### config.mk
export PLATFORM = sky130hd
export DESIGN_NAME = rv_decoder
export DESIGN_NICKNAME = d
export VERILOG_FILES = /design/src/common/rv_core_pkg.sv /design/src/hdl/rv_decoder.sv
export SDC_FILE = /design/constraint.sdc
export NUM_CORES = 1
export LEC_CHECK = 0
export BUFFER_PORTS_ARGS = -buffer_cell sky130_fd_sc_hd__buf_4
export CORE_MARGIN = 2
export CORE_UTILIZATION = 30
export DETAILED_ROUTE_END_ITERATION = 8
export PLACE_DENSITY = 0.74
export SYNTH_ARGS = -nofsm -noshare
export SYNTH_HDL_FRONTEND = slang
export SYNTH_SLANG_ARGS = --single-unit
### constraint.sdc
create_clock -name vclk -period 1.4
set_input_delay 0.07 -clock vclk [all_inputs]
set_output_delay 0.07 -clock vclk [all_outputs]
set_load 0.01 [all_outputs]
### src/common/rv_core_pkg.sv
package rv_core_pkg;

    localparam int XLEN       = 64;
    localparam int PC_W       = 40;
    localparam int BUS_ADDR_W = 39;     // sv39 sized physical address

    typedef logic [31:0] instr_t;

    localparam logic [PC_W-1:0] RESET_PC = 40'h00_8000_0000;  // ram base
    localparam instr_t          NOP_INSN = 32'h0000_0013;     // addi x0, x0, 0

    // major opcodes
    localparam logic [6:0] OPC_LUI      = 7'b0110111;
    localparam logic [6:0] OPC_AUIPC    = 7'b0010111;
    localparam logic [6:0] OPC_JAL      = 7'b1101111;
    localparam logic [6:0] OPC_JALR     = 7'b1100111;
    localparam logic [6:0] OPC_BRANCH   = 7'b1100011;
    localparam logic [6:0] OPC_LOAD     = 7'b0000011;
    localparam logic [6:0] OPC_STORE    = 7'b0100011;
    localparam logic [6:0] OPC_OP_IMM   = 7'b0010011;
    localparam logic [6:0] OPC_OP_IMM_W = 7'b0011011;
    localparam logic [6:0] OPC_OP       = 7'b0110011;
    localparam logic [6:0] OPC_OP_W     = 7'b0111011;
    localparam logic [6:0] OPC_SYSTEM   = 7'b1110011;
    localparam logic [11:0] FUNCT12_MRET = 12'h302;

    localparam logic [11:0] CSR_MSTATUS  = 12'h300;
    localparam logic [11:0] CSR_MTVEC    = 12'h305;
    localparam logic [11:0] CSR_MSCRATCH = 12'h340;
    localparam logic [11:0] CSR_MEPC     = 12'h341;
    localparam logic [11:0] CSR_MCAUSE   = 12'h342;

    localparam int MSTATUS_MIE  = 3;
    localparam int MSTATUS_MPIE = 7;
    localparam logic [XLEN-1:0] IRQ_CAUSE = 64'h8000_0000_0000_000B;  // msb set, code 11

    typedef enum logic [3:0] {
        CLS_NONE, CLS_ALU, CLS_LOAD, CLS_STORE, CLS_BRANCH, CLS_JAL,
        CLS_JALR, CLS_LUI, CLS_AUIPC, CLS_CSRRW, CLS_MRET
    } op_class_e;

    typedef enum logic [3:0] {
        ALU_ADD, ALU_SUB, ALU_XOR, ALU_OR, ALU_AND,
        ALU_SLL, ALU_SRL, ALU_SRA, ALU_SLT, ALU_SLTU
    } alu_op_e;

    typedef struct packed {
        op_class_e       cls;
        alu_op_e         alu_op;
        logic            word;      // 32-bit word form
        logic            use_imm;   // b operand is the immediate
        logic [4:0]      rd;
        logic [4:0]      rs1;
        logic [4:0]      rs2;
        logic [2:0]      funct3;
        logic [XLEN-1:0] imm;
        logic [11:0]     csr;
    } dec_t;

    typedef struct packed {
        logic                  valid;
        logic                  store;
        logic [2:0]            ls_type;   // funct3 of the access
        logic [BUS_ADDR_W-1:0] addr;
        logic [XLEN-1:0]       wdata;
    } mem_req_t;

    typedef struct packed {
        logic [BUS_ADDR_W-1:0] addr;
        logic [XLEN-1:0]       wdata;
        logic                  we;
        logic                  re;
        logic [2:0]            ls_type;
    } bus_req_t;

    typedef struct packed {
        logic [XLEN-1:0] rdata;
        logic            read_done;
        logic            write_done;
    } bus_rsp_t;

    typedef struct packed {
        logic            valid;
        logic [11:0]     addr;
        logic [XLEN-1:0] data;
    } csr_wr_t;

endpackage

### src/hdl/rv_decoder.sv
`timescale 1ns/1ns
module rv_decoder
    import rv_core_pkg::*;
(
    input  instr_t ir_i,
    output dec_t   dec_o
);

    logic [6:0]      opcode;
    logic [6:0]      funct7;
    logic [2:0]      f3;
    logic [XLEN-1:0] imm_u;
    logic [XLEN-1:0] imm_i;
    logic [XLEN-1:0] imm_s;
    logic [XLEN-1:0] imm_j;
    logic [XLEN-1:0] imm_b;
    alu_op_e         arith_op;

    assign opcode = ir_i[6:0];
    assign funct7 = ir_i[31:25];
    assign f3     = ir_i[14:12];

    // sign extended immediates
    assign imm_u = {{32{ir_i[31]}}, ir_i[31:12], 12'b0};
    assign imm_i = {{52{ir_i[31]}}, ir_i[31:20]};
    assign imm_s = {{52{ir_i[31]}}, ir_i[31:25], ir_i[11:7]};
    assign imm_j = {{43{ir_i[31]}}, ir_i[31], ir_i[19:12], ir_i[20], ir_i[30:21], 1'b0};
    assign imm_b = {{51{ir_i[31]}}, ir_i[31], ir_i[7], ir_i[30:25], ir_i[11:8], 1'b0};

    // same funct3 map for imm and reg forms
    always_comb begin
        case (f3)
            3'b000:  arith_op = (opcode[5] && funct7[5]) ? ALU_SUB : ALU_ADD;  // sub reg form only
            3'b001:  arith_op = ALU_SLL;
            3'b010:  arith_op = ALU_SLT;
            3'b011:  arith_op = ALU_SLTU;
            3'b100:  arith_op = ALU_XOR;
            3'b101:  arith_op = funct7[5] ? ALU_SRA : ALU_SRL;  // bit 30
            3'b110:  arith_op = ALU_OR;
            default: arith_op = ALU_AND;
        endcase
    end

    always_comb begin
        dec_o        = '0;          // unknown words retire as no-ops
        dec_o.alu_op = ALU_ADD;     // address and jalr target by default
        dec_o.rd     = ir_i[11:7];
        dec_o.rs1    = ir_i[19:15];
        dec_o.rs2    = ir_i[24:20];
        dec_o.funct3 = f3;
        dec_o.csr    = ir_i[31:20];
        dec_o.imm    = imm_i;
        case (opcode)
            OPC_LUI: begin
                dec_o.cls = CLS_LUI;
                dec_o.imm = imm_u;
            end
            OPC_AUIPC: begin
                dec_o.cls     = CLS_AUIPC;
                dec_o.imm     = imm_u;
                dec_o.use_imm = 1'b1;
            end
            OPC_JAL: begin
                dec_o.cls = CLS_JAL;
                dec_o.imm = imm_j;
            end
            OPC_BRANCH: begin
                dec_o.cls = CLS_BRANCH;
                dec_o.imm = imm_b;
            end
            OPC_JALR: begin
                dec_o.cls     = CLS_JALR;
                dec_o.use_imm = 1'b1;
            end
            OPC_LOAD: begin
                dec_o.cls     = CLS_LOAD;
                dec_o.use_imm = 1'b1;
            end
            OPC_STORE: begin
                dec_o.cls     = CLS_STORE;
                dec_o.imm     = imm_s;
                dec_o.use_imm = 1'b1;
            end
            OPC_OP_IMM, OPC_OP_IMM_W, OPC_OP, OPC_OP_W: begin
                dec_o.alu_op  = arith_op;
                dec_o.use_imm = !opcode[5];     // reg forms have bit 5 set
                dec_o.word    = opcode[3];
                // word forms exist only for add/sub and shifts
                if (!opcode[3] || f3 == 3'b000 || f3 == 3'b001 || f3 == 3'b101) begin
                    dec_o.cls = CLS_ALU;
                end
            end
            OPC_SYSTEM: begin
                if (f3 == 3'b000 && ir_i[31:20] == FUNCT12_MRET) begin
                    dec_o.cls = CLS_MRET;
                end else if (f3 == 3'b001) begin
                    dec_o.cls = CLS_CSRRW;
                end
            end
            default: ;
        endcase
    end

endmodule

==> flow_summary.toml <==
[finish]
diodes = 0
seqCellArea_um2 = 0
fillers = 392
seq_cells = 0
clock_buffers = 0
syn2layout_area_growth_pct = 63.9
num-nets-final = 284
drive_above_1_share_pct = 66.0

[die]
die_area_um2 = 4400
io_pins = 136
die_width_um = 66.3
die_y_um = 66.3
start_util_pct = 31.6
coreArea_um2 = 3690
fp-row-count = 22

[logic_synthesis]
yosysWarningCount = 0
syn_avg_cell_area_um2 = 6.86
syn_area_um2 = 1170
synth-adder-area-share_pct = 0
syn-num-nets = 202
yosysUniqueCellTypes = 37
ys_seq_area_share_pct = 0
synth_mux_area_share_pct = 0
synthCells = 170
synth_simple_gate_area_share_pct = 29.6
synth_compound_area_share_pct = 23.9
synth_xor_area_share_pct = 0.751
synth_top_family_by_area = "buffers and inverters"

[global_route]
overflow = 0
grt_use_total_pct = 14.9
grt_pass1_wl_um = 5350
grt_max_degree = 30
antenna_found_initial = 0
grt_pass1_vias = 1110

[pwr]
p_leak_uw = 0.00107
power.density_nw_per_um2 = 314
peakVddDrop_v = 0.000129

[sta]
slew_headroom_pct = 68.9
setup_slack_ps = 3.58
fin_crit_ps = 1400
slew_viol_final = 0
fmax_ghz = 0.716
finalCritPeriodShare_pct = 99.7
tns_ps = 0
worst-slew-pin-transition_ps = 465
hold_violations = 0
finalSetupViolCount = 0
rsz0062_at_grt = "yes"

[run_status]
outcome = "finished clean"

[drt]
vias_per_cell = 4.65
drt-pass1-iter-count = 4
drt_wl_total_um = 3890
vias = 1387
drtIter0Drc = 35
route.antenna.remaining_nets = 0
drc = 0
routedWlPerCell_um = 13.1

[min_path]
worstHoldPathType = "primary input to output port"

[critical_path]
crit_path_end_kind = "output port"
start_kind = "primary input"
cp_data_arrival_time_ps = 1330
path_max_fanout = 5
cp.required_ps = 1330
worst-setup-path-type = "primary input to output port"

[placed_design]
io_buffer_count = 136
dp_slack_ps = -69.4
place.gp.congestion = 0.912
post-dp-hpwl_um = 3240

[run]
max_cap_violations = 0
cells by family (layout without fill, tap and decap cells):
logic type | Yosys count | after routing
and+or+nand+nor | 57 | 57
buffers and inverters | 73 | 153
xor gates and xnor gates | 1 | 1
AOI/OAI and AO/OA | 39 | 39
Yosys cell counts (all sizes together):
cell type  count  area (µm²)
buf           70         522
a21o          19         143
nor2b         10        62.6
a21oi          7        35.0
nand2          7        26.3
nand2b         7        43.8
nor3           6        30.0
nor2           5        18.8
a22o           4        35.0
o21ai          4        20.0
nand3          3        15.0
nand3b         3        22.5
and3           2        12.5
clkbuf         2        7.51
nor3b          2        20.0
nor4           2        12.5
or3            2        12.5
a211oi         1        12.5
a31oi          1        6.26
and2           1        6.26
inv            1        3.75
nand4          1        6.26
nand4b         1        8.76
nand4bb        1        11.3
nor4b          1        8.76
o21ba          1        10.0
o22a           1        8.76
o32ai          1        8.76
or2b           1        7.51
or3b           1        8.76
or4bb          1        11.3
xor2           1        8.76
cell type report:
type	count	area (µm²)	share of cell area (%)
Timing Repair Buffer	152	1150	60.3
Inverter	1	3.75	0.196
Multi-Input combinational cell	97	696	36.4
Tap cell	48	60.1	3.14
through the flow:
step	util [%]	total power, µW	area (µm²)	hold WS (ps)	cells
finish	51.8	600	1910	327	298
global route	51.8	645	1910	335	298
CTS	50.5	592	1860	329	298
detailed placement	49.8	586	1840	329	297
global placement	49.8	582	1840	328	297
floorplan	-	339	1170	232	170
metal layers:
layer | up-vias | global-route usage [%] | part of all wire, %
met2 | 61 | 27.4 | 52
met1 | 642 | 20.0 | 41
met4 | 0 | 1.02 | 0
li1 | 684 | - | -
met5 | - | 0 | 0
met3 | 0 | 0.511 | 7.2
worst paths after layout:
kind,from,end,slack (ps),cells past startpoint
max,ir_i[3],dec_o[12],4,7
min,ir_i[17],dec_o[86],330,2
power breakdown:
group	internal (µW)	switching, µW
clock network	0	0
logic	324	276
registers	0	0
placed cells by master, fill, tap and decap left out, types with 2 or more instances in the layout:
cell type  count
nor2_1         5
nand3_1        3
or3_1          2
buf_4        150
a21o_1        19
and3_1         2
nand3b_1       3
nor3_1         3
a21oi_1        7
nand2b_4       2
nor2b_2        2
nand2_1        7
nor3_2         3
nor2b_1        8
nand2b_1       5
o21ai_0        3
a22o_1         4
timing repair:
| action | in CTS | in global routing |
|---|---|---|
| hold buffers | 0 | 0 |
| resized for setup | 5 | 9 |
| pin swaps | 1 | 4 |
| buffers inserted | 1 | 0 |
| endpoints found under the setup margin | 23 | 14 |
| gates cloned | 0 | 0 |
critical path: stages:
cell      delay, ps
buf_8           100
or3b_4          400
a211oi_4        290
buf_4           170
nand2b_4        120
o21ai_4          50
buf_6           120
No activity file was read; power rests on OpenSTA's default activity.
