### src/common/rv_core_pkg.sv
package rv_core_pkg;

    localparam int XLEN       = 64;
    localparam int PC_W       = 40;
    localparam int BUS_ADDR_W = 39;     // sv39 sized physical address

    typedef logic [31:0] instr_t;

    localparam logic [PC_W-1:0] RESET_PC = 40'h00_8000_0000;  // ram base
    localparam instr_t          NOP_INSN = 32'h0000_0013;     // addi x0, x0, 0

    // major opcodes
    localparam logic [6:0] OPC_LUI      = 7'b0110111;
    localparam logic [6:0] OPC_AUIPC    = 7'b0010111;
    localparam logic [6:0] OPC_JAL      = 7'b1101111;
    localparam logic [6:0] OPC_JALR     = 7'b1100111;
    localparam logic [6:0] OPC_BRANCH   = 7'b1100011;
    localparam logic [6:0] OPC_LOAD     = 7'b0000011;
    localparam logic [6:0] OPC_STORE    = 7'b0100011;
    localparam logic [6:0] OPC_OP_IMM   = 7'b0010011;
    localparam logic [6:0] OPC_OP_IMM_W = 7'b0011011;
    localparam logic [6:0] OPC_OP       = 7'b0110011;
    localparam logic [6:0] OPC_OP_W     = 7'b0111011;
    localparam logic [6:0] OPC_SYSTEM   = 7'b1110011;
    localparam logic [11:0] FUNCT12_MRET = 12'h302;

    localparam logic [11:0] CSR_MSTATUS  = 12'h300;
    localparam logic [11:0] CSR_MTVEC    = 12'h305;
    localparam logic [11:0] CSR_MSCRATCH = 12'h340;
    localparam logic [11:0] CSR_MEPC     = 12'h341;
    localparam logic [11:0] CSR_MCAUSE   = 12'h342;

    localparam int MSTATUS_MIE  = 3;
    localparam int MSTATUS_MPIE = 7;
    localparam logic [XLEN-1:0] IRQ_CAUSE = 64'h8000_0000_0000_000B;  // msb set, code 11

    typedef enum logic [3:0] {
        CLS_NONE, CLS_ALU, CLS_LOAD, CLS_STORE, CLS_BRANCH, CLS_JAL,
        CLS_JALR, CLS_LUI, CLS_AUIPC, CLS_CSRRW, CLS_MRET
    } op_class_e;

    typedef enum logic [3:0] {
        ALU_ADD, ALU_SUB, ALU_XOR, ALU_OR, ALU_AND,
        ALU_SLL, ALU_SRL, ALU_SRA, ALU_SLT, ALU_SLTU
    } alu_op_e;

    typedef struct packed {
        op_class_e       cls;
        alu_op_e         alu_op;
        logic            word;      // 32-bit word form
        logic            use_imm;   // b operand is the immediate
        logic [4:0]      rd;
        logic [4:0]      rs1;
        logic [4:0]      rs2;
        logic [2:0]      funct3;
        logic [XLEN-1:0] imm;
        logic [11:0]     csr;
    } dec_t;

    typedef struct packed {
        logic                  valid;
        logic                  store;
        logic [2:0]            ls_type;   // funct3 of the access
        logic [BUS_ADDR_W-1:0] addr;
        logic [XLEN-1:0]       wdata;
    } mem_req_t;

    typedef struct packed {
        logic [BUS_ADDR_W-1:0] addr;
        logic [XLEN-1:0]       wdata;
        logic                  we;
        logic                  re;
        logic [2:0]            ls_type;
    } bus_req_t;

    typedef struct packed {
        logic [XLEN-1:0] rdata;
        logic            read_done;
        logic            write_done;
    } bus_rsp_t;

    typedef struct packed {
        logic            valid;
        logic [11:0]     addr;
        logic [XLEN-1:0] data;
    } csr_wr_t;

endpackage

### src/csr_unit/rv_csr_file.sv
`timescale 1ns/1ns
module rv_csr_file
    import rv_core_pkg::*;
(
    input  logic            clk,
    input  logic            reset,
    input  csr_wr_t         wr_i,
    input  logic [11:0]     rd_addr_i,
    output logic [XLEN-1:0] rd_data_o,
    input  logic            trap_i,
    input  logic [XLEN-1:0] epc_i,
    input  logic            mret_i,
    output logic            mie_o,
    output logic [XLEN-1:0] mtvec_o,
    output logic [XLEN-1:0] mepc_o
);

    logic [XLEN-1:0] mstatus;
    logic [XLEN-1:0] mtvec;
    logic [XLEN-1:0] mscratch;
    logic [XLEN-1:0] mepc;
    logic [XLEN-1:0] mcause;

    always_ff @(posedge clk or negedge reset) begin
        if (!reset) begin
            mstatus              <= '0;
            mstatus[MSTATUS_MIE] <= 1'b1;   // interrupts on out of reset
            mtvec                <= '0;
        end else if (trap_i) begin
            mstatus[MSTATUS_MPIE] <= mstatus[MSTATUS_MIE];
            mstatus[MSTATUS_MIE]  <= 1'b0;
        end else if (mret_i) begin
            mstatus[MSTATUS_MIE]  <= mstatus[MSTATUS_MPIE];
            mstatus[MSTATUS_MPIE] <= 1'b1;
        end else if (wr_i.valid) begin
            if (wr_i.addr == CSR_MSTATUS) mstatus <= wr_i.data;
            if (wr_i.addr == CSR_MTVEC) mtvec <= wr_i.data;
        end
    end

    always_ff @(posedge clk) begin
        if (trap_i) begin
            mepc   <= epc_i;        // insn that did not run
            mcause <= IRQ_CAUSE;
        end else if (wr_i.valid) begin
            case (wr_i.addr)
                CSR_MSCRATCH: mscratch <= wr_i.data;
                CSR_MEPC:     mepc     <= wr_i.data;
                CSR_MCAUSE:   mcause   <= wr_i.data;
                default: ;
            endcase
        end
    end

    always_comb begin
        case (rd_addr_i)
            CSR_MSTATUS:  rd_data_o = mstatus;
            CSR_MTVEC:    rd_data_o = mtvec;
            CSR_MSCRATCH: rd_data_o = mscratch;
            CSR_MEPC:     rd_data_o = mepc;
            CSR_MCAUSE:   rd_data_o = mcause;
            default:      rd_data_o = '0;   // unknown csr reads zero
        endcase
    end

    assign mie_o   = mstatus[MSTATUS_MIE];
    assign mtvec_o = mtvec;
    assign mepc_o  = mepc;

endmodule

### config.mk
export PLATFORM = sky130hd
export DESIGN_NAME = rv_csr_file
export DESIGN_NICKNAME = d
export VERILOG_FILES = /design/src/common/rv_core_pkg.sv /design/src/csr_unit/rv_csr_file.sv
export SDC_FILE = /design/constraint.sdc
export NUM_CORES = 1
export LEC_CHECK = 0
export ABC_CLOCK_PERIOD_IN_PS = 1800
export BUFFER_PORTS_ARGS = -buffer_cell sky130_fd_sc_hd__buf_2
export CORE_MARGIN = 4
export CORE_UTILIZATION = 48
export CTS_CLUSTER_DIAMETER = 200
export CTS_CLUSTER_SIZE = 25
export DETAILED_ROUTE_END_ITERATION = 7
export GPL_TIMING_DRIVEN = 0
export PLACE_DENSITY = 0.84
export SYNTH_ARGS = -nofsm -noshare
export SYNTH_HDL_FRONTEND = slang
export SYNTH_SLANG_ARGS = --single-unit
export TNS_END_PERCENT = 100
### constraint.sdc
create_clock -name clk -period 1.8 [get_ports clk]
set_input_delay 0.27 -clock clk [delete_from_list [all_inputs] [get_ports clk]]
set_output_delay 0.27 -clock clk [all_outputs]
set_load 0.02 [all_outputs]
==> Flow_metrics.wiki <==
{| class="wikitable"
! Metric !! Value
|-
| Run status || finished with violations
|-
| Violations in the final reports || setup timing
|-
| Cell variety after synth || between 40 and 50
|-
| Setup repair after global routing missed its margin || yes
|-
| Final Slew Violations || 0
|-
| Highest Clock Rate || 487 MHz
|-
| Die Footprint || about 33000 µm²
|-
| Violation count after the first detailed-routing iteration || ~1k
|-
| Switching component of the power || approximately 0.0034 W
|-
| Initial Utilization || 48.5%
|-
| Maximum resistive drop on vdd || ~0.59 mV
|-
| Critical Path Source Type || input pin
|-
| Syn Inst Count || 1087
|-
| Category of the worst setup path capture point || primary output
|-
| Final hold viol count || 0
|-
| Switching part of the total power || roughly a quarter
|-
| Combined flip-flop and latch cell area || roughly 8300 µm²
|-
| Worst Hold Launch || wr_i[17]
|-
| Total negative slack || -12.84 ns
|-
| Cell internal pwr || between 0.01 and 0.015 W
|-
| Total power draw || ~0.014 W
|-
| Via count of the first global-routing pass || 12.8k
|-
| Area growth from synthesis to layout || 41.8%
|-
| Antenna violations before repair || 3
|-
| Commonest non-fill, non-tap cells in the layout || buf_2, edfxtp_1, dfrtp_1, mux2_2, nand2_1
|-
| Clock buffers created by TritonCTS || 16
|-
| Required time of the critical path || 1.53 ns
|-
| Post-detailed-route count of antenna-violating nets || 0
|-
| Clock tree sinks || 320
|-
| Net count of the finished layout || 1697
|-
| Post-Syn Nets || between 1k and 1.5k
|-
| Post-synthesis sequential area ratio || between 50% and 60%
|-
| Top-Level Pins || 350
|-
| Overall global routing resource usage || 30.8%
|-
| Area of the multi-input gates || between 6000 and 7000 µm²
|-
| Primary flip-flop cell chosen by synthesis mapping || edfxtp_1
|-
| Die height || ~180 µm
|-
| Post-synthesis sequential element count || 320
|-
| Total congestion overflow after global routing || 0
|-
| Warning count from the yosys run || 0
|-
| Relative slew margins || around a quarter
|-
| Cell area after placement || 17100 µm²
|-
| Fin worst setup slack || -0.255 ns
|-
| Setup slack of the most critical reg-to-reg path || approximately 0.78 ns
|-
| Leakage || ~8.4 nW
|-
| Number of fill cells || ~1.9k
|-
| Fraction of power consumed by sequential logic || slightly below 60%
|-
| Max_cap viols || 0
|-
| Reg2Reg Launch Point || mstatus[3]$_DFFE_PN1P_
|-
| Total non-filler cell area in the finished layout || 20300 µm²
|-
| Cell area after technology mapping || 14300 µm²
|-
| Count of flip-flops with a built-in enable after synthesis || 128
|-
| Worst Tran Pin Value || between 1 and 1.5 ns
|-
| Peak fanout along the critical path || 6
|-
| Data arrival, critical path || 1.79 ns
|-
| Power per Cell Area || between 600 and 700 nW/µm²
|-
| Final clock period utilization by the worst path || 114%
|-
| Number of iterations in the first detailed-routing pass || 5
|-
| Most common cell after layout, fill and taps aside || buf_2
|-
| Setup violation total in the final timing report || 64
|-
| Combinational share of power || 11.2%
|-
| Number of cells traversed by the worst register-to-register path || 2
|-
| Average detailed-routed wire length per instance || between 20 and 30 µm
|-
| Vias per std cell || about 6.3
|-
| Final wirelength || approximately 54000 µm
|-
| Residual DRC || 0
|-
| TritonCTS clock tree || yes
|-
| Asr flop ratio synth || between 40% and 50%
|-
| Share of power burned in the clock network || a little under a third
|-
| Clock input transition at the sequential cells of the worst setup and hold paths || roughly 0.1 ns
|-
| Die W || between 150 and 200 µm
|-
| CTS Root Cell || clkbuf_16
|-
| Type of the worst min-delay path || input pin to flop
|-
| Row count || 63
|-
| Startpoint-to-endpoint class of the critical path || input pin to primary output
|-
| RePlAce Congestion || between 0.8 and 0.9
|-
| Number of cells in the design after placement || 1826
|-
| Core Box Area || 29600 µm²
|-
| Estimated wirelength of the detail-placed design || around 32000 µm
|-
| RR Endpoint || mstatus[3]$_DFFE_PN1P_
|-
| Fraction of layout cells with a size suffix above 1 || 52.9%
|-
| End point of the most critical hold path || mscratch[17]$_DFFE_PP_
|-
| Pin count of the biggest net entering global routing || between 60 and 70
|-
| First-pass GRT wire length || slightly below 80000 µm
|-
| Mean Syn Cell Area || between 10 and 15 µm²
|-
| Shortest period the worst path allows || ~2.1 ns
|-
| Worst-Skew Late Latency || ~0.51 ns
|-
| H-tree depth reported by CTS || 1
|-
| Via count of the routed design || 12.2k
|-
| Buffer depth of the longest clock path || 3
|-
| Worst Hold Depth || 1
|-
| Post-Place Setup Slack || -0.918 ns
|-
| Finished Layout Cells || ~1.9k
|-
| Clock skew after layout || ~0.00035 ns
|-
| IO Port Bufs || about 350
|}
-- worst max path at each step --
stage                            from                      end  slack (ns)
4_1_cts                  rd_addr_i[5]            rd_data_o[40]       -0.19
3_3_place_gp                    reset  mtvec_o[51]$_DFFE_PN0P_       -1.43
3_5_place_dp             rd_addr_i[4]            rd_data_o[40]       -0.92
5_1_grt        mscratch[37]$_DFFE_PP_            rd_data_o[37]       -0.29
6_report                 rd_addr_i[5]            rd_data_o[13]       -0.26
2_1_floorplan                wr_i[65]    mscratch[0]$_DFFE_PP_       -0.16
-- layer usage --
layer / global-route usage [%] / up-vias / wire length (µm)
met5: 0 / - / 0
met4: 13.1 / 0 / 2890
met3: 5.09 / 201 / 4130
met2: 54.1 / 784 / 26800
met1: 37.7 / 6141 / 19700
li1: - / 5032 / -
-- layout make-up --
cell class	instances	area share, %
multi-input combinational	678	34.1
clock inverter	1	0.0308
clock buffer	27	2.28
timing repair buffer	434	15.8
antenna	3	0.0369
inverter	3	0.0554
buffer	87	4.26
tap	390	2.40
sequential	320	41.0
-- registers in the layout, indices dropped and copies added, names as in the netlist --
| register | count |
|---|---|
| mepc_o | 64 |
| mcause | 64 |
| mtvec_o | 64 |
| mscratch | 64 |
| mstatus | 64 |
-- power by group through the flow --
stage	sequential, W	clock (W)	combinational (W)
after global routing	0.00788	0.00446	0.00159
final	0.00787	0.00417	0.00152
after floorplan	0.00814	0	0.000398
after CTS	0.00786	0.00418	0.00143
after detailed placement	0.00799	0	0.00120
after global placement	0.00799	0	0.00116
-- metrics by stage --
stage	hold slack (ns)	utilization (%)
6_report	0.0242	68.8
5_1_grt	0.00458	68.8
4_1_cts	0.000437	67.5
3_5_place_dp	0.314	57.7
3_3_place_gp	0.434	57.6
2_1_floorplan	-0.0256	-
-- critical path, cell delays in order --
cell and delay [ns]:
buf_6 0.10, nor3_4 0.18, nand4_1 0.14, buf_6 0.16, nand2b_4 0.19, clkbuf_16 0.21
clkbuf_16 0.18, o22ai_4 0.18, buf_6 0.15
-- synthesized netlist by cell type, types with 3 or more instances --
library cell | instances | share of area (%)
nand4_1 | 3 | 0.13
a21oi_1 | 60 | 2.1
buf_2 | 12 | 0.42
edfxtp_1 | 128 | 27
o22ai_1 | 63 | 2.7
clkbuf_1 | 46 | 1.2
inv_1 | 3 | 0.079
buf_4 | 13 | 0.68
dfrtp_1 | 127 | 22
dfxtp_1 | 64 | 8.9
buf_6 | 6 | 0.47
mux2_1 | 60 | 4.7
o21bai_1 | 4 | 0.21
a22oi_1 | 126 | 6.6
mux2_2 | 134 | 11
nand2_1 | 122 | 3.2
buf_1 | 12 | 0.31
nor2_1 | 13 | 0.34
mux2_4 | 60 | 6.3
-- logic make-up (layout without fill, tap and decap cells) --
family / Yosys count / after routing / synth area share (%)
flip-flops: 320 / 320 / 58.1
AO/OA/AOI/OAI: 261 / 262 / 12.1
multiplexers: 254 / 254 / 21.5
AND/OR/NAND/NOR: 160 / 162 / 5.13
buffers and inverters: 92 / 552 / 3.17
other: 0 / 3 / 0
-- repair_timing --
action | 4_1_cts | 5_1_grt
endpoints found under the setup margin | 212 | 181
resized for setup | 387 | 52
pin swaps | 76 | 36
cloned | 11 | 3
endpoints found under the hold margin | 110 | 0
buffers inserted | 21 | 6
hold buffers | 49 | 0
Power figures use the tool's default switching activity.
