`src/common/rv_core_pkg.sv`:
```
package rv_core_pkg;

    localparam int XLEN       = 64;
    localparam int PC_W       = 40;
    localparam int BUS_ADDR_W = 39;     // sv39 sized physical address

    typedef logic [31:0] instr_t;

    localparam logic [PC_W-1:0] RESET_PC = 40'h00_8000_0000;  // ram base
    localparam instr_t          NOP_INSN = 32'h0000_0013;     // addi x0, x0, 0

    // major opcodes
    localparam logic [6:0] OPC_LUI      = 7'b0110111;
    localparam logic [6:0] OPC_AUIPC    = 7'b0010111;
    localparam logic [6:0] OPC_JAL      = 7'b1101111;
    localparam logic [6:0] OPC_JALR     = 7'b1100111;
    localparam logic [6:0] OPC_BRANCH   = 7'b1100011;
    localparam logic [6:0] OPC_LOAD     = 7'b0000011;
    localparam logic [6:0] OPC_STORE    = 7'b0100011;
    localparam logic [6:0] OPC_OP_IMM   = 7'b0010011;
    localparam logic [6:0] OPC_OP_IMM_W = 7'b0011011;
    localparam logic [6:0] OPC_OP       = 7'b0110011;
    localparam logic [6:0] OPC_OP_W     = 7'b0111011;
    localparam logic [6:0] OPC_SYSTEM   = 7'b1110011;
    localparam logic [11:0] FUNCT12_MRET = 12'h302;

    localparam logic [11:0] CSR_MSTATUS  = 12'h300;
    localparam logic [11:0] CSR_MTVEC    = 12'h305;
    localparam logic [11:0] CSR_MSCRATCH = 12'h340;
    localparam logic [11:0] CSR_MEPC     = 12'h341;
    localparam logic [11:0] CSR_MCAUSE   = 12'h342;

    localparam int MSTATUS_MIE  = 3;
    localparam int MSTATUS_MPIE = 7;
    localparam logic [XLEN-1:0] IRQ_CAUSE = 64'h8000_0000_0000_000B;  // msb set, code 11

    typedef enum logic [3:0] {
        CLS_NONE, CLS_ALU, CLS_LOAD, CLS_STORE, CLS_BRANCH, CLS_JAL,
        CLS_JALR, CLS_LUI, CLS_AUIPC, CLS_CSRRW, CLS_MRET
    } op_class_e;

    typedef enum logic [3:0] {
        ALU_ADD, ALU_SUB, ALU_XOR, ALU_OR, ALU_AND,
        ALU_SLL, ALU_SRL, ALU_SRA, ALU_SLT, ALU_SLTU
    } alu_op_e;

    typedef struct packed {
        op_class_e       cls;
        alu_op_e         alu_op;
        logic            word;      // 32-bit word form
        logic            use_imm;   // b operand is the immediate
        logic [4:0]      rd;
        logic [4:0]      rs1;
        logic [4:0]      rs2;
        logic [2:0]      funct3;
        logic [XLEN-1:0] imm;
        logic [11:0]     csr;
    } dec_t;

    typedef struct packed {
        logic                  valid;
        logic                  store;
        logic [2:0]            ls_type;   // funct3 of the access
        logic [BUS_ADDR_W-1:0] addr;
        logic [XLEN-1:0]       wdata;
    } mem_req_t;

    typedef struct packed {
        logic [BUS_ADDR_W-1:0] addr;
        logic [XLEN-1:0]       wdata;
        logic                  we;
        logic                  re;
        logic [2:0]            ls_type;
    } bus_req_t;

    typedef struct packed {
        logic [XLEN-1:0] rdata;
        logic            read_done;
        logic            write_done;
    } bus_rsp_t;

    typedef struct packed {
        logic            valid;
        logic [11:0]     addr;
        logic [XLEN-1:0] data;
    } csr_wr_t;

endpackage

```
`src/hdl/rv_regfile.sv`:
```
`timescale 1ns/1ns
module rv_regfile
    import rv_core_pkg::*;
(
    input  logic            clk,
    input  logic            reset,
    input  logic [4:0]      rs1_addr_i,
    input  logic [4:0]      rs2_addr_i,
    output logic [XLEN-1:0] rs1_data_o,
    output logic [XLEN-1:0] rs2_data_o,
    input  logic            we_i,
    input  logic [4:0]      rd_addr_i,
    input  logic [XLEN-1:0] rd_data_i
);

    logic [XLEN-1:0] regs [0:31];   // x0 never written

    always_ff @(posedge clk or negedge reset) begin
        if (!reset) begin
            for (int i = 0; i < 32; i++) regs[i] <= '0;
        end else if (we_i && rd_addr_i != 5'd0) begin
            regs[rd_addr_i] <= rd_data_i;
        end
    end

    assign rs1_data_o = (rs1_addr_i == 5'd0) ? '0 : regs[rs1_addr_i];
    assign rs2_data_o = (rs2_addr_i == 5'd0) ? '0 : regs[rs2_addr_i];

endmodule

```
`config.mk`:
```
export PLATFORM = sky130hd
export DESIGN_NAME = rv_regfile
export DESIGN_NICKNAME = d
export VERILOG_FILES = /design/src/common/rv_core_pkg.sv /design/src/hdl/rv_regfile.sv
export SDC_FILE = /design/constraint.sdc
export NUM_CORES = 2
export LEC_CHECK = 0
export BUFFER_PORTS_ARGS = -buffer_cell sky130_fd_sc_hd__buf_4
export CORE_AREA = 2 2 524 526
export CTS_CLUSTER_SIZE = 40
export DETAILED_ROUTE_END_ITERATION = 6
export DIE_AREA = 0 0 526 528
export GPL_TIMING_DRIVEN = 1
export SLEW_MARGIN = 0
export SYNTH_ARGS = -nofsm -noshare
export SYNTH_HDL_FRONTEND = slang
export SYNTH_SLANG_ARGS = --single-unit
```
`constraint.sdc`:
```
create_clock -name clk -period 3.4 [get_ports clk]
set_input_delay 0.68 -clock clk [delete_from_list [all_inputs] [get_ports clk]]
set_output_delay 0.68 -clock clk [all_outputs]
set_load 0.005 [all_outputs]
```
==> report_table.html <==
<table>
<tr><th>Metric</th><th>Value</th></tr>
<tr><th colspan="2">Finish</th></tr>
<tr><td>Number of non-filler instances in the completed layout</td><td>11,000</td></tr>
<tr><td>Register bank with the most flops</td><td>regs</td></tr>
<tr><td>Registers with the highest flip-flop counts</td><td>regs: 2048 flops</td></tr>
<tr><td>Ratio of cells with drive above 1 in the final layout</td><td>0.580</td></tr>
<tr><td>Area Overhead vs Synth</td><td>17.9%</td></tr>
<tr><td>Layout filler cell count</td><td>23,500</td></tr>
<tr><td>Number of flip-flops in the largest register</td><td>2,048</td></tr>
<tr><td>Leading cell type in the layout, fill and taps excluded</td><td>sky130_fd_sc_hd__dfrtp_1</td></tr>
<tr><td>Nets</td><td>7,335</td></tr>
<tr><td>Most frequent cells in the layout</td><td>2,048 x sky130_fd_sc_hd__dfrtp_1, 1,998 x sky130_fd_sc_hd__mux2_2, 968 x sky130_fd_sc_hd__mux4_2</td></tr>
<tr><th colspan="2">Placement</th></tr>
<tr><td>IO Port Bufs</td><td>209</td></tr>
<tr><td>Inst Count DP</td><td>10,500</td></tr>
<tr><td>Placed wire-length estimate</td><td>220,000 um</td></tr>
<tr><td>Routability congestion estimate from global placement</td><td>0.824</td></tr>
<tr><th colspan="2">Worst setup path</th></tr>
<tr><td>Setup slack on the worst flop-to-flop path</td><td>2.37 ns</td></tr>
<tr><td>Slowest-stage cell, CP</td><td>sky130_fd_sc_hd__or4_4</td></tr>
<tr><td>Highest fanout seen on the critical path</td><td>3</td></tr>
<tr><td>Number of cell instances on the worst register-to-register path</td><td>3</td></tr>
<tr><td>Critical-path cell list</td><td>mux4_2 -&gt; mux2i_2 -&gt; nor2_1 -&gt; or4_4 -&gt; buf_6</td></tr>
<tr><td>Crit path capture type</td><td>output pin</td></tr>
<tr><td>Endpoint of the lowest-slack register-to-register path</td><td>regs[31]</td></tr>
<tr><td>Path type of the worst setup path</td><td>reg -&gt; out</td></tr>
<tr><td>CP Launch Type</td><td>flip-flop</td></tr>
<tr><td>Startpoint of the worst-slack reg-to-reg timing path</td><td>regs[31]</td></tr>
<tr><td>Required time of the worst setup path</td><td>2.72 ns</td></tr>
<tr><td>CP arrival</td><td>2.77 ns</td></tr>
<tr><td>CP max stage delay</td><td>0.59 ns</td></tr>
<tr><th colspan="2">STA</th></tr>
<tr><td>Setup repair after global routing missed its margin</td><td>yes</td></tr>
<tr><td>Clock Skews</td><td>0 ns</td></tr>
<tr><td>Period utilisation layout</td><td>1.01</td></tr>
<tr><td>Remaining max-slew budget at the tightest pin</td><td>0.273</td></tr>
<tr><td>Slew Viols, Final</td><td>0</td></tr>
<tr><td>Final hold vios</td><td>0</td></tr>
<tr><td>Setup violations, final</td><td>6</td></tr>
<tr><td>Final setup margin</td><td>-0.0500 ns</td></tr>
<tr><td>Shortest period the worst path allows</td><td>3.45 ns</td></tr>
<tr><td>Minimum hold slack</td><td>0.289 ns</td></tr>
<tr><td>Worst Tran Pin Value</td><td>1.09 ns</td></tr>
<tr><td>Fmax achieved</td><td>290 MHz</td></tr>
<tr><th colspan="2">Global routing</th></tr>
<tr><td>Number of global-route vias before repair</td><td>71,300</td></tr>
<tr><td>Initial antenna violation count</td><td>24</td></tr>
<tr><td>First-pass GRT wire length</td><td>520,000 um</td></tr>
<tr><td>Global-route usage over all layers</td><td>0.256</td></tr>
<tr><td>Gr ovfl total</td><td>0</td></tr>
<tr><td>Pin count of the biggest net entering global routing</td><td>169</td></tr>
<tr><th colspan="2">Clock tree</th></tr>
<tr><td>CTS tree</td><td>built</td></tr>
<tr><td>Root Buffer</td><td>sky130_fd_sc_hd__clkbuf_16</td></tr>
<tr><td>Number of H-tree levels</td><td>4</td></tr>
<tr><td>Clock-pin slew of the registers on the worst-case setup and hold paths</td><td>0.06 ns</td></tr>
<tr><td>CTS buffer count</td><td>222</td></tr>
<tr><td>Maximum root-to-sink buffer count</td><td>3</td></tr>
<tr><td>Insertion delay to the later sink of the worst-skew pair</td><td>0.87 ns</td></tr>
<tr><td>TritonCTS sink count</td><td>2,048</td></tr>
<tr><th colspan="2">Route</th></tr>
<tr><td>Per-cell routed wire length</td><td>32.6 um</td></tr>
<tr><td>First DRT Iteration DRCs</td><td>5,733</td></tr>
<tr><td>Detailed-route DRC error count</td><td>0</td></tr>
<tr><td>Number of iterations in the first detailed-routing pass</td><td>7</td></tr>
<tr><td>Post-detailed-route count of antenna-violating nets</td><td>0</td></tr>
<tr><td>Overall via count from detail_route</td><td>68,200</td></tr>
<tr><td>Total wire length</td><td>359,000 um</td></tr>
<tr><td>Detailed-route vias per instance</td><td>6.18</td></tr>
<tr><th colspan="2">Power and ir drop</th></tr>
<tr><td>Power density over the cells</td><td>578 mW/mm^2</td></tr>
<tr><td>Static leakage</td><td>0.0559 uW</td></tr>
<tr><td>Max rail drop VDD</td><td>583 uV</td></tr>
<tr><th colspan="2">Synth</th></tr>
<tr><td>Ys flop type</td><td>sky130_fd_sc_hd__dfrtp_1</td></tr>
<tr><td>Cell types with the largest area share after synthesis</td><td>sky130_fd_sc_hd__dfrtp_1 47%, sky130_fd_sc_hd__mux2_2 21%, sky130_fd_sc_hd__mux4_2 20%, sky130_fd_sc_hd__mux2i_1 4.8%, sky130_fd_sc_hd__clkbuf_1 1.5%</td></tr>
<tr><td>Cells after synthesis</td><td>6,963</td></tr>
<tr><td>EDFF count, synth</td><td>0</td></tr>
<tr><td>Cell taking the most area after synthesis</td><td>sky130_fd_sc_hd__dfrtp_1</td></tr>
<tr><td>Number of nets in the synthesized netlist</td><td>7,045</td></tr>
<tr><td>Post-synthesis area per instance</td><td>15.6 um^2</td></tr>
<tr><td>Share of the yosys chip area belonging to registers</td><td>0.473</td></tr>
<tr><td>Proportion of synthesized flip-flops having asynchronous set or reset</td><td>1.00</td></tr>
<tr><td>Flip-flop and latch count after synthesis</td><td>2,048</td></tr>
<tr><td>Post-synthesis cell type count</td><td>48</td></tr>
<tr><td>Post-synth design cell area</td><td>0.108 mm^2</td></tr>
<tr><td>Yosys Warn Count</td><td>0</td></tr>
<tr><td>Proportion of netlist area held by the largest area contributor</td><td>0.473</td></tr>
<tr><th colspan="2">Min path</th></tr>
<tr><td>Worst min-delay path startpoint</td><td>rd_data_i[17]</td></tr>
<tr><td>Cell count of the worst hold path</td><td>2</td></tr>
<tr><td>Class of the most critical hold timing path</td><td>in -&gt; reg</td></tr>
<tr><td>End point of the most critical hold path</td><td>regs[1617]</td></tr>
<tr><th colspan="2">Outcome</th></tr>
<tr><td>Status</td><td>finished, violations left</td></tr>
<tr><td>Failing checks</td><td>setup timing</td></tr>
<tr><th colspan="2">Die</th></tr>
<tr><td>Number of placed I/O pins</td><td>210</td></tr>
<tr><td>Num rows</td><td>192</td></tr>
<tr><td>Width of the chip</td><td>526 um</td></tr>
<tr><td>Area of the core region</td><td>0.272 mm^2</td></tr>
<tr><td>Initial cell density of the core</td><td>0.398</td></tr>
<tr><td>Die footprint</td><td>0.278 mm^2</td></tr>
<tr><td>Chip Height</td><td>528 um</td></tr>
<tr><th colspan="2">Job</th></tr>
<tr><td>Number of maximum-capacitance violations</td><td>0</td></tr>
</table>
==> worst max path at each step <==
stage	startpoint	endpoint	slack, ns	cells past startpoint
after global placement	rs1_addr_i[0]	rs1_data_o[4]	-0.33	9
final	regs[1304]	rs2_data_o[24]	-0.05	5
after CTS	regs[1143]	rs2_data_o[55]	-0.10	5
after floorplan	rs2_addr_i[0]	rs2_data_o[14]	0.28	8
after detailed placement	rs1_addr_i[0]	rs1_data_o[4]	-0.34	9
after global routing	regs[1143]	rs2_data_o[55]	-0.12	5
==> power by group <==
part | internal, uW | switching, uW | total, uW
sequential | 29000 | 3410 | 32400
combinational | 9920 | 6080 | 16000
clock | 15000 | 10500 | 25500
==> synthesized netlist by cell type (all sizes together), types with 21 or more instances <==
cell and number:
nor3 21, mux2i 520, dfrtp 2048, buf 373, a22oi 26, or2 74, mux2 2022, o22ai 182
nand2 40, nor2 31, mux4 968, nor2b 39, clkbuf 434
==> per-layer routing <==
layer  wire length (um)  track usage
met1             150000        0.345
met2             174000        0.420
met5                130            0
met4              13800       0.0920
met3              21000       0.0419
==> worst max-delay path: cells and delay by family, from the launching register on <==
family | cells | cell delay [ns]
buffers and inverters | 1 | 0.16
DFF | 1 | 0.41
muxes | 2 | 0.69
and+or+nand+nor | 2 | 0.65
==> logic make-up (layout without fill, tap and decap cells) <==
kind of cell           Yosys count  in the layout  synth area share
muxes                         3510           3510             0.459
DFF                           2048           2048             0.473
buffers and inverters          807           1270            0.0328
AOI/OAI and AO/OA              328            328            0.0214
and+or+nand+nor                270            270            0.0141
other                            0             11                 0
==> stage by stage <==
step / instance area, um^2 / power (uW) / setup WS, ns / util / TNS [ns]
after CTS: 127000 / 74300 / -0.105 / 0.468 / -0.550
after floorplan: 108000 / 42700 / 0.281 / - / 0
after global routing: 128000 / 77000 / -0.117 / 0.469 / -0.722
final: 128000 / 73900 / -0.0500 / 0.469 / -0.107
after detailed placement: 118000 / 48300 / -0.342 / 0.434 / -12.33
after global placement: 118000 / 47600 / -0.327 / 0.434 / -12.72
==> what timing repair did <==
item                                    in CTS  in global routing
hold buffers                                 1                  0
endpoints found under the hold margin        5                  0
endpoints found under the setup margin     108                 61
cloned                                      16                  2
setup buffers                               55                 28
pin swaps                                   14                 12
resized for setup                          104                 40
==> area by class of cell <==
type	instances	area, um^2	area share
Clock inverter	79	1210	0.00945
Clock buffer	318	6480	0.0506
Tap cell	3589	4490	0.0351
Multi-Input combinational cell	4108	54200	0.424
Timing Repair Buffer	873	10200	0.0800
Sequential cell	2048	51200	0.401
Antenna cell	11	27.5	0.000215
No activity file was read; power rests on OpenSTA's default activity.
