`src/common/rv_core_pkg.sv`:
```
package rv_core_pkg;

    localparam int XLEN       = 64;
    localparam int PC_W       = 40;
    localparam int BUS_ADDR_W = 39;     // sv39 sized physical address

    typedef logic [31:0] instr_t;

    localparam logic [PC_W-1:0] RESET_PC = 40'h00_8000_0000;  // ram base
    localparam instr_t          NOP_INSN = 32'h0000_0013;     // addi x0, x0, 0

    // major opcodes
    localparam logic [6:0] OPC_LUI      = 7'b0110111;
    localparam logic [6:0] OPC_AUIPC    = 7'b0010111;
    localparam logic [6:0] OPC_JAL      = 7'b1101111;
    localparam logic [6:0] OPC_JALR     = 7'b1100111;
    localparam logic [6:0] OPC_BRANCH   = 7'b1100011;
    localparam logic [6:0] OPC_LOAD     = 7'b0000011;
    localparam logic [6:0] OPC_STORE    = 7'b0100011;
    localparam logic [6:0] OPC_OP_IMM   = 7'b0010011;
    localparam logic [6:0] OPC_OP_IMM_W = 7'b0011011;
    localparam logic [6:0] OPC_OP       = 7'b0110011;
    localparam logic [6:0] OPC_OP_W     = 7'b0111011;
    localparam logic [6:0] OPC_SYSTEM   = 7'b1110011;
    localparam logic [11:0] FUNCT12_MRET = 12'h302;

    localparam logic [11:0] CSR_MSTATUS  = 12'h300;
    localparam logic [11:0] CSR_MTVEC    = 12'h305;
    localparam logic [11:0] CSR_MSCRATCH = 12'h340;
    localparam logic [11:0] CSR_MEPC     = 12'h341;
    localparam logic [11:0] CSR_MCAUSE   = 12'h342;

    localparam int MSTATUS_MIE  = 3;
    localparam int MSTATUS_MPIE = 7;
    localparam logic [XLEN-1:0] IRQ_CAUSE = 64'h8000_0000_0000_000B;  // msb set, code 11

    typedef enum logic [3:0] {
        CLS_NONE, CLS_ALU, CLS_LOAD, CLS_STORE, CLS_BRANCH, CLS_JAL,
        CLS_JALR, CLS_LUI, CLS_AUIPC, CLS_CSRRW, CLS_MRET
    } op_class_e;

    typedef enum logic [3:0] {
        ALU_ADD, ALU_SUB, ALU_XOR, ALU_OR, ALU_AND,
        ALU_SLL, ALU_SRL, ALU_SRA, ALU_SLT, ALU_SLTU
    } alu_op_e;

    typedef struct packed {
        op_class_e       cls;
        alu_op_e         alu_op;
        logic            word;      // 32-bit word form
        logic            use_imm;   // b operand is the immediate
        logic [4:0]      rd;
        logic [4:0]      rs1;
        logic [4:0]      rs2;
        logic [2:0]      funct3;
        logic [XLEN-1:0] imm;
        logic [11:0]     csr;
    } dec_t;

    typedef struct packed {
        logic                  valid;
        logic                  store;
        logic [2:0]            ls_type;   // funct3 of the access
        logic [BUS_ADDR_W-1:0] addr;
        logic [XLEN-1:0]       wdata;
    } mem_req_t;

    typedef struct packed {
        logic [BUS_ADDR_W-1:0] addr;
        logic [XLEN-1:0]       wdata;
        logic                  we;
        logic                  re;
        logic [2:0]            ls_type;
    } bus_req_t;

    typedef struct packed {
        logic [XLEN-1:0] rdata;
        logic            read_done;
        logic            write_done;
    } bus_rsp_t;

    typedef struct packed {
        logic            valid;
        logic [11:0]     addr;
        logic [XLEN-1:0] data;
    } csr_wr_t;

endpackage

```
`src/bus_unit/rv_bus_unit.sv`:
```
`timescale 1ns/1ns
module rv_bus_unit
    import rv_core_pkg::*;
(
    input  logic            clk,
    input  logic            reset,
    input  mem_req_t        req_i,
    output logic            done_o,
    output logic [XLEN-1:0] load_data_o,
    output bus_req_t        bus_req_o,
    input  bus_rsp_t        bus_rsp_i
);

    bus_req_t        req_q;     // held stable until done
    logic            busy;
    logic [XLEN-1:0] wdata_m;
    logic [XLEN-1:0] rdata;

    assign busy      = req_q.we | req_q.re;
    assign done_o    = (req_q.we & bus_rsp_i.write_done) | (req_q.re & bus_rsp_i.read_done);
    assign bus_req_o = req_q;
    assign rdata     = bus_rsp_i.rdata;

    // stores carry only the bytes of their width
    always_comb begin
        case (req_i.ls_type[1:0])
            2'b00:   wdata_m = {56'b0, req_i.wdata[7:0]};     // sb
            2'b01:   wdata_m = {48'b0, req_i.wdata[15:0]};    // sh
            2'b10:   wdata_m = {32'b0, req_i.wdata[31:0]};    // sw
            default: wdata_m = req_i.wdata;                   // sd
        endcase
    end

    always_ff @(posedge clk or negedge reset) begin
        if (!reset) begin
            req_q <= '0;
        end else if (!busy && req_i.valid) begin
            req_q.addr    <= req_i.addr;
            req_q.wdata   <= wdata_m;
            req_q.ls_type <= req_i.ls_type;
            req_q.we      <= req_i.store;
            req_q.re      <= !req_i.store;
        end else if (done_o) begin
            req_q.we <= 1'b0;       // enable drops the cycle after done
            req_q.re <= 1'b0;
        end
    end

    // read data comes right aligned
    always_comb begin
        case (req_q.ls_type)
            3'b000:  load_data_o = {{56{rdata[7]}}, rdata[7:0]};     // lb
            3'b001:  load_data_o = {{48{rdata[15]}}, rdata[15:0]};   // lh
            3'b010:  load_data_o = {{32{rdata[31]}}, rdata[31:0]};   // lw
            3'b100:  load_data_o = {56'b0, rdata[7:0]};              // lbu
            3'b101:  load_data_o = {48'b0, rdata[15:0]};             // lhu
            3'b110:  load_data_o = {32'b0, rdata[31:0]};             // lwu
            default: load_data_o = rdata;                            // ld
        endcase
    end

endmodule

```
`config.mk`:
```
export PLATFORM = sky130hd
export DESIGN_NAME = rv_bus_unit
export DESIGN_NICKNAME = d
export VERILOG_FILES = /design/src/common/rv_core_pkg.sv /design/src/bus_unit/rv_bus_unit.sv
export SDC_FILE = /design/constraint.sdc
export NUM_CORES = 1
export LEC_CHECK = 0
export BUFFER_PORTS_ARGS = -buffer_cell sky130_fd_sc_hd__buf_2
export CORE_MARGIN = 2
export CORE_UTILIZATION = 25
export CTS_CLUSTER_DIAMETER = 60
export DETAILED_ROUTE_END_ITERATION = 8
export SYNTH_ARGS = -nofsm -noshare
export SYNTH_HDL_FRONTEND = slang
export SYNTH_SLANG_ARGS = --single-unit
```
`constraint.sdc`:
```
create_clock -name clk -period 1.8 [get_ports clk]
set_input_delay 0.18 -clock clk [delete_from_list [all_inputs] [get_ports clk]]
set_output_delay 0.18 -clock clk [all_outputs]
set_load 0.01 [all_outputs]
```
==> impl_metrics.ini, run 1 <==
[detailed_routing]
totalWireLength_um = 16800
post_drt_wl_per_cell_um = 15.6
postRouteAntennaNets = 0
vias_per_cell = 4.45
num_vias = 4789
drc = 0
drtPass1Iterations = 4
drt_iter0_markers = 82

[worst_hold_path]
hold_class = input port to register

[global_routing]
track_usage = 0.140
grt_pass1_wl_um = 24700
busiest_layer = met2
overflow = 0
grt_pass1_vias = 4734
use_met3 = 0.0476
globalRouteMet1Util = 0.158
met2_usage = 0.252
grt_antenna_before_repair = 2
grt_max_degree = 109

[logic_synthesis]
netlist.area_leader.share = 0.503
synth_top_cell_by_area = dfrtp_1
synthArstFlopShare = 1.00
synth_ff_type = dfrtp_1
netlist_instances = 472
syn-cell-area_um2 = 5380
synthTopCellsByCount = 108 x dfrtp_1, 82 x mux2_2, 40 x nand2_1
mappedNetlistNets = 648
netlist_top_cells_area = dfrtp_1 50%, mux2_2 17%, mux2i_1 4.7%
yosysSeqAreaShare = 0.503
synth.most_common_cell = dfrtp_1
ys_warn_count = 0
synth-edff-count = 0
ys_ff_latch = 108
ys_types = 23
avgSynthCellArea_um2 = 11.4

[power_and_ir_drop]
p_sw_w = 0.00516
combPwrFrac = 0.531
p_leak_nw = 4.11
pwr-share-seq = 0.315
pwr-share-clk = 0.154
p_per_area_nw_per_um2 = 1680
switching_share = 0.396
internal_power_w = 0.00787
vdd_ir_drop_max_uv = 763

[setup_path]
slowest_stage = or4b_4
cp.arrival_ns = 1.61
required_ns = 1.62
slowest_delay_ns = 0.63
path_cells = or4b_4 -> nand2_2 -> buf_6
worstSetupStartpointType = register
critPathCaptureType = primary output
cp_max_fo = 8
crit_type = register to primary output

[place]
globalplace.congestion = 0.737
preCtsSetupSlack_ns = 0.204
dpl_cell_area_um2 = 7320
dp_hpwl_um = 12600
io_buffers = 334

[timing]
min_period_ns = 1.79
worst_pin_slew_ns = 0.592
finalSetupTns_ns = 0
finalWorstSetupSlack_ns = 0.00534
period_share = 0.997
setup_viol = 0
skew_ns = 0.00827
final_hold_viol_count = 0
rsz0062_at_grt = yes
maxSlewHeadroom = 0.606
maxSlewViolCount = 0
clock.fmax_mhz = 557

[die]
core-area_um2 = 21100
die_x_um = 151
io_pins = 349
rows = 53
start_util = 0.255
dieArea_um2 = 22700
die_h_um = 151

[run_status]
status = finished, final reports clean

[cells_and_area]
area_delta_synth_final_pct = 44.2
final_util = 0.368
design_area_um2 = 7750
largest_reg_flops = 108
drive_above_1_share = 0.593
fin_nets = 971

[job]
drv_cap = 0

[clocking]
h-tree-depth = 3
clk_pin_slew_ns = 0.08
cts.path.max_buffers = 2
cts_root_buffer = clkbuf_16
cts_sinks = 108
insertion_delay_ns = 0.35
cts_tree = yes
cts_made_buffers = 9
layer usage:
layer / vias up / share of wire
met5: - / 0
met4: 0 / 0.010
met2: 220 / 0.50
met3: 13 / 0.095
li1: 2291 / -
met1: 2265 / 0.39
area by class of cell:
class                      instances  area (um2)
sequential                       108        2710
timing repair buffer             368        2130
fill                            2158       13300
multi-input combinational        282        2180
antenna                            2        5.00
clock inverter                     7        62.6
inverter                          26        97.6
clock buffer                       9         225
tap                              275         344
power groups by stage:
stage / sequential [W] / clock (W) / combinational [W]
3_5_place_dp: 0.00415 / 0 / 0.00672
6_report: 0.00411 / 0.00201 / 0.00691
5_1_grt: 0.00427 / 0.00219 / 0.00755
2_1_floorplan: 0.00465 / 0 / 0.00342
3_3_place_gp: 0.00411 / 0 / 0.00664
4_1_cts: 0.00412 / 0.00208 / 0.00689
worst max-delay path: cells and delay by family, from the launching register on:
kind / cells / cell delay (ns)
DFF: 1 / 0.41
buffers and inverters: 1 / 0.10
and+or+nand+nor: 2 / 0.75
layout by cell type, fill, tap and decap left out, drive strengths merged:
cell and count:
or4b 1, nand3 32, diode 2, and3 32, dlygate4sd3 1, or2 1
nor3b 1, a22oi 1, dfrtp 108, o211ai 32, nand4bb 1, nand2 40
inv 32, a22o 2, mux2i 25, clkinv 1, buf 366, mux2 82
o21ai 32, clkbuf 10
worst paths after layout:
kind                                     from        endpoint  slack [ns]  cells past startpoint
min in group asynchronous               reset   bus_req_o[73]        0.46                      3
worst min-delay path                req_i[96]  bus_req_o[101]        0.05                      2
worst max register to register   bus_req_o[3]   bus_req_o[59]        0.22                      4
worst max-delay path             bus_req_o[2]  load_data_o[9]       0.005                      3
worst min register to register  bus_req_o[79]   bus_req_o[79]        0.51                      1
max in group asynchronous               reset    bus_req_o[1]        0.89                      3
through the flow:
step           cells  power, W  hold WS, ns
3_5_place_dp    1052    0.0109        0.326
4_1_cts         1072    0.0131       0.0345
3_3_place_gp    1052    0.0108        0.315
2_1_floorplan    472   0.00808       -0.116
6_report        1077    0.0130       0.0539
5_1_grt         1076    0.0140       0.0410
logic make-up (layout without fill, tap and decap cells):
logic type | count (synthesis) | after routing | synth area share
flops | 108 | 108 | 0.503
simple gates | 108 | 108 | 0.103
mux | 107 | 107 | 0.218
buf+inv | 82 | 410 | 0.0970
compound gates | 67 | 67 | 0.0791
other cells | 0 | 2 | 0
repair_timing:
action	in CTS	in global routing
pin swaps	8	1
hold buffers	1	0
gates cloned	0	1
setup endpoints to repair	56	53
setup buffers	3	2
hold endpoints to repair	108	0
gates resized for setup	14	16
No activity file was read; power rests on OpenSTA's default activity.
==> run 2, diff against run 1 <==
--- a/config.mk
+++ b/config.mk
@@ -6,6 +6,7 @@
 export NUM_CORES = 1
 export LEC_CHECK = 0
 export BUFFER_PORTS_ARGS = -buffer_cell sky130_fd_sc_hd__buf_2
+export CORE_ASPECT_RATIO = 0.9
 export CORE_MARGIN = 2
 export CORE_UTILIZATION = 25
 export CTS_CLUSTER_DIAMETER = 60
==> impl_metrics.ini, run 2 (synthesis results as in run 1) <==
[run_status]
status = complete, but fails checks
violations = setup timing

[cells_and_area]
final_util = 0.373
layout_common_cells = 333 x buf_2, 106 x dfrtp_1, 82 x mux2_2, 39 x nand2_1
area_delta_synth_final_pct = 45.2
finalNonFillerCells = 1090
largest_reg_flops = 108
fin_nets = 974
fillers = 2162
regArea_um2 = 2710
final_common_cell = buf_2
drive_above_1_share = 0.595
multi_input_area_um2 = 2200
design_area_um2 = 7810

[job]
drv_cap = 0

[global_routing]
grt_pass1_wl_um = 25300
grt_antenna_before_repair = 2
grt_max_degree = 39
track_usage = 0.144
grt_pass1_vias = 4754
overflow = 0

[clocking]
cts_root_buffer = clkbuf_16
h-tree-depth = 3
cts_made_buffers = 9
insertion_delay_ns = 0.35
clk_pin_slew_ns = 0.08
cts_tree = yes
cts_sinks = 108
cts.path.max_buffers = 2

[setup_path]
cp.arrival_ns = 1.73
worstSetupStartpointType = register
required_ns = 1.62
cp_max_fo = 8
crit_type = register to primary output
critPathCaptureType = primary output

[die]
core-area_um2 = 21000
die_h_um = 143
start_util = 0.257
io_pins = 349
die_x_um = 159
rows = 50
dieArea_um2 = 22700

[timing]
setup_viol = 40
final_hold_viol_count = 0
skew_ns = 0.00728
rsz0062_at_grt = yes
period_share = 1.06
maxSlewViolCount = 0
min_period_ns = 1.91
worst_pin_slew_ns = 0.593
finalWorstSetupSlack_ns = -0.112
maxSlewHeadroom = 0.605
clock.fmax_mhz = 523

[detailed_routing]
vias_per_cell = 4.46
num_vias = 4864
drt_iter0_markers = 194
drc = 0
postRouteAntennaNets = 0
totalWireLength_um = 17200
drtPass1Iterations = 4
post_drt_wl_per_cell_um = 15.8

[place]
dp_hpwl_um = 13500
numPlacedInstances = 1066
io_buffers = 334
globalplace.congestion = 0.770
dpl_cell_area_um2 = 7370

[power_and_ir_drop]
p_per_area_nw_per_um2 = 1680
vdd_ir_drop_max_uv = 728
p_leak_nw = 4.13

[worst_hold_path]
hold_class = input port to register
## run 2: cell count changes in the layout (fill, tap and decap cells not counted), moves of 2 or more
cell / change
buf_2: +3
buf_4: +2
buf_8: -2
nand2_1: +2
nand2_2: -2
o21ai_0: +3
o21ai_1: -4
## run 2: repair_timing
action	4_1_cts	5_1_grt
setup buffers	2	2
pin swaps	6	15
cloned	1	1
gates resized for setup	10	11
setup endpoints to repair	56	53
hold buffers	1	0
hold endpoints to repair	19	0
## run 2: stage by stage
stage	setup WS (ns)	hold slack [ns]	TNS, ns	power (W)
floorplan	0.340	-0.116	0	0.00808
global placement	0.215	0.117	0	0.0109
detailed placement	0.187	0.117	0	0.0110
CTS	-0.193	0.0341	-4.95	0.0133
global route	-0.179	0.0357	-5.38	0.0141
finish	-0.112	0.0566	-2.37	0.0132
## run 2: final timing paths
kind,slack (ns),depth (start not counted),from,to
min in group asynchronous,0.26,2,reset,bus_req_o[15]
max,-0.11,4,bus_req_o[0],load_data_o[8]
max in group asynchronous,0.95,3,reset,bus_req_o[91]
min reg2reg,0.50,1,bus_req_o[5],bus_req_o[5]
min,0.06,2,req_i[77],bus_req_o[82]
max reg2reg,0.21,4,bus_req_o[3],bus_req_o[1]
## run 2: where the power goes
part	switching [W]	internal, W	leakage (nW)	total [W]
Clock	0.000985	0.00112	0.155	0.00210
Sequential	0.000586	0.00353	1.34	0.00411
Combinational	0.00361	0.00333	2.64	0.00694
Total	0.00518	0.00798	4.13	0.0132
## run 2: worst max-delay path, cell delays in order, from the launching register on
cell	delay, ns
dfrtp_2	0.46
buf_6	0.14
or4b_4	0.55
nand2_1	0.09
buf_2	0.13
## run 2: area by class of cell
type                       instances  area share
multi-input combinational        282       0.282
antenna                            1    0.000320
clock inverter                     7      0.0112
timing repair buffer             371       0.273
inverter                          26      0.0125
sequential                       108       0.346
tap                              286      0.0458
clock buffer                       9      0.0288
## run 2: layer usage
metal	part of all wire	track usage
met1	0.38	0.158
met2	0.50	0.258
met3	0.092	0.0501
met4	0.025	0.0488
met5	0.00076	0
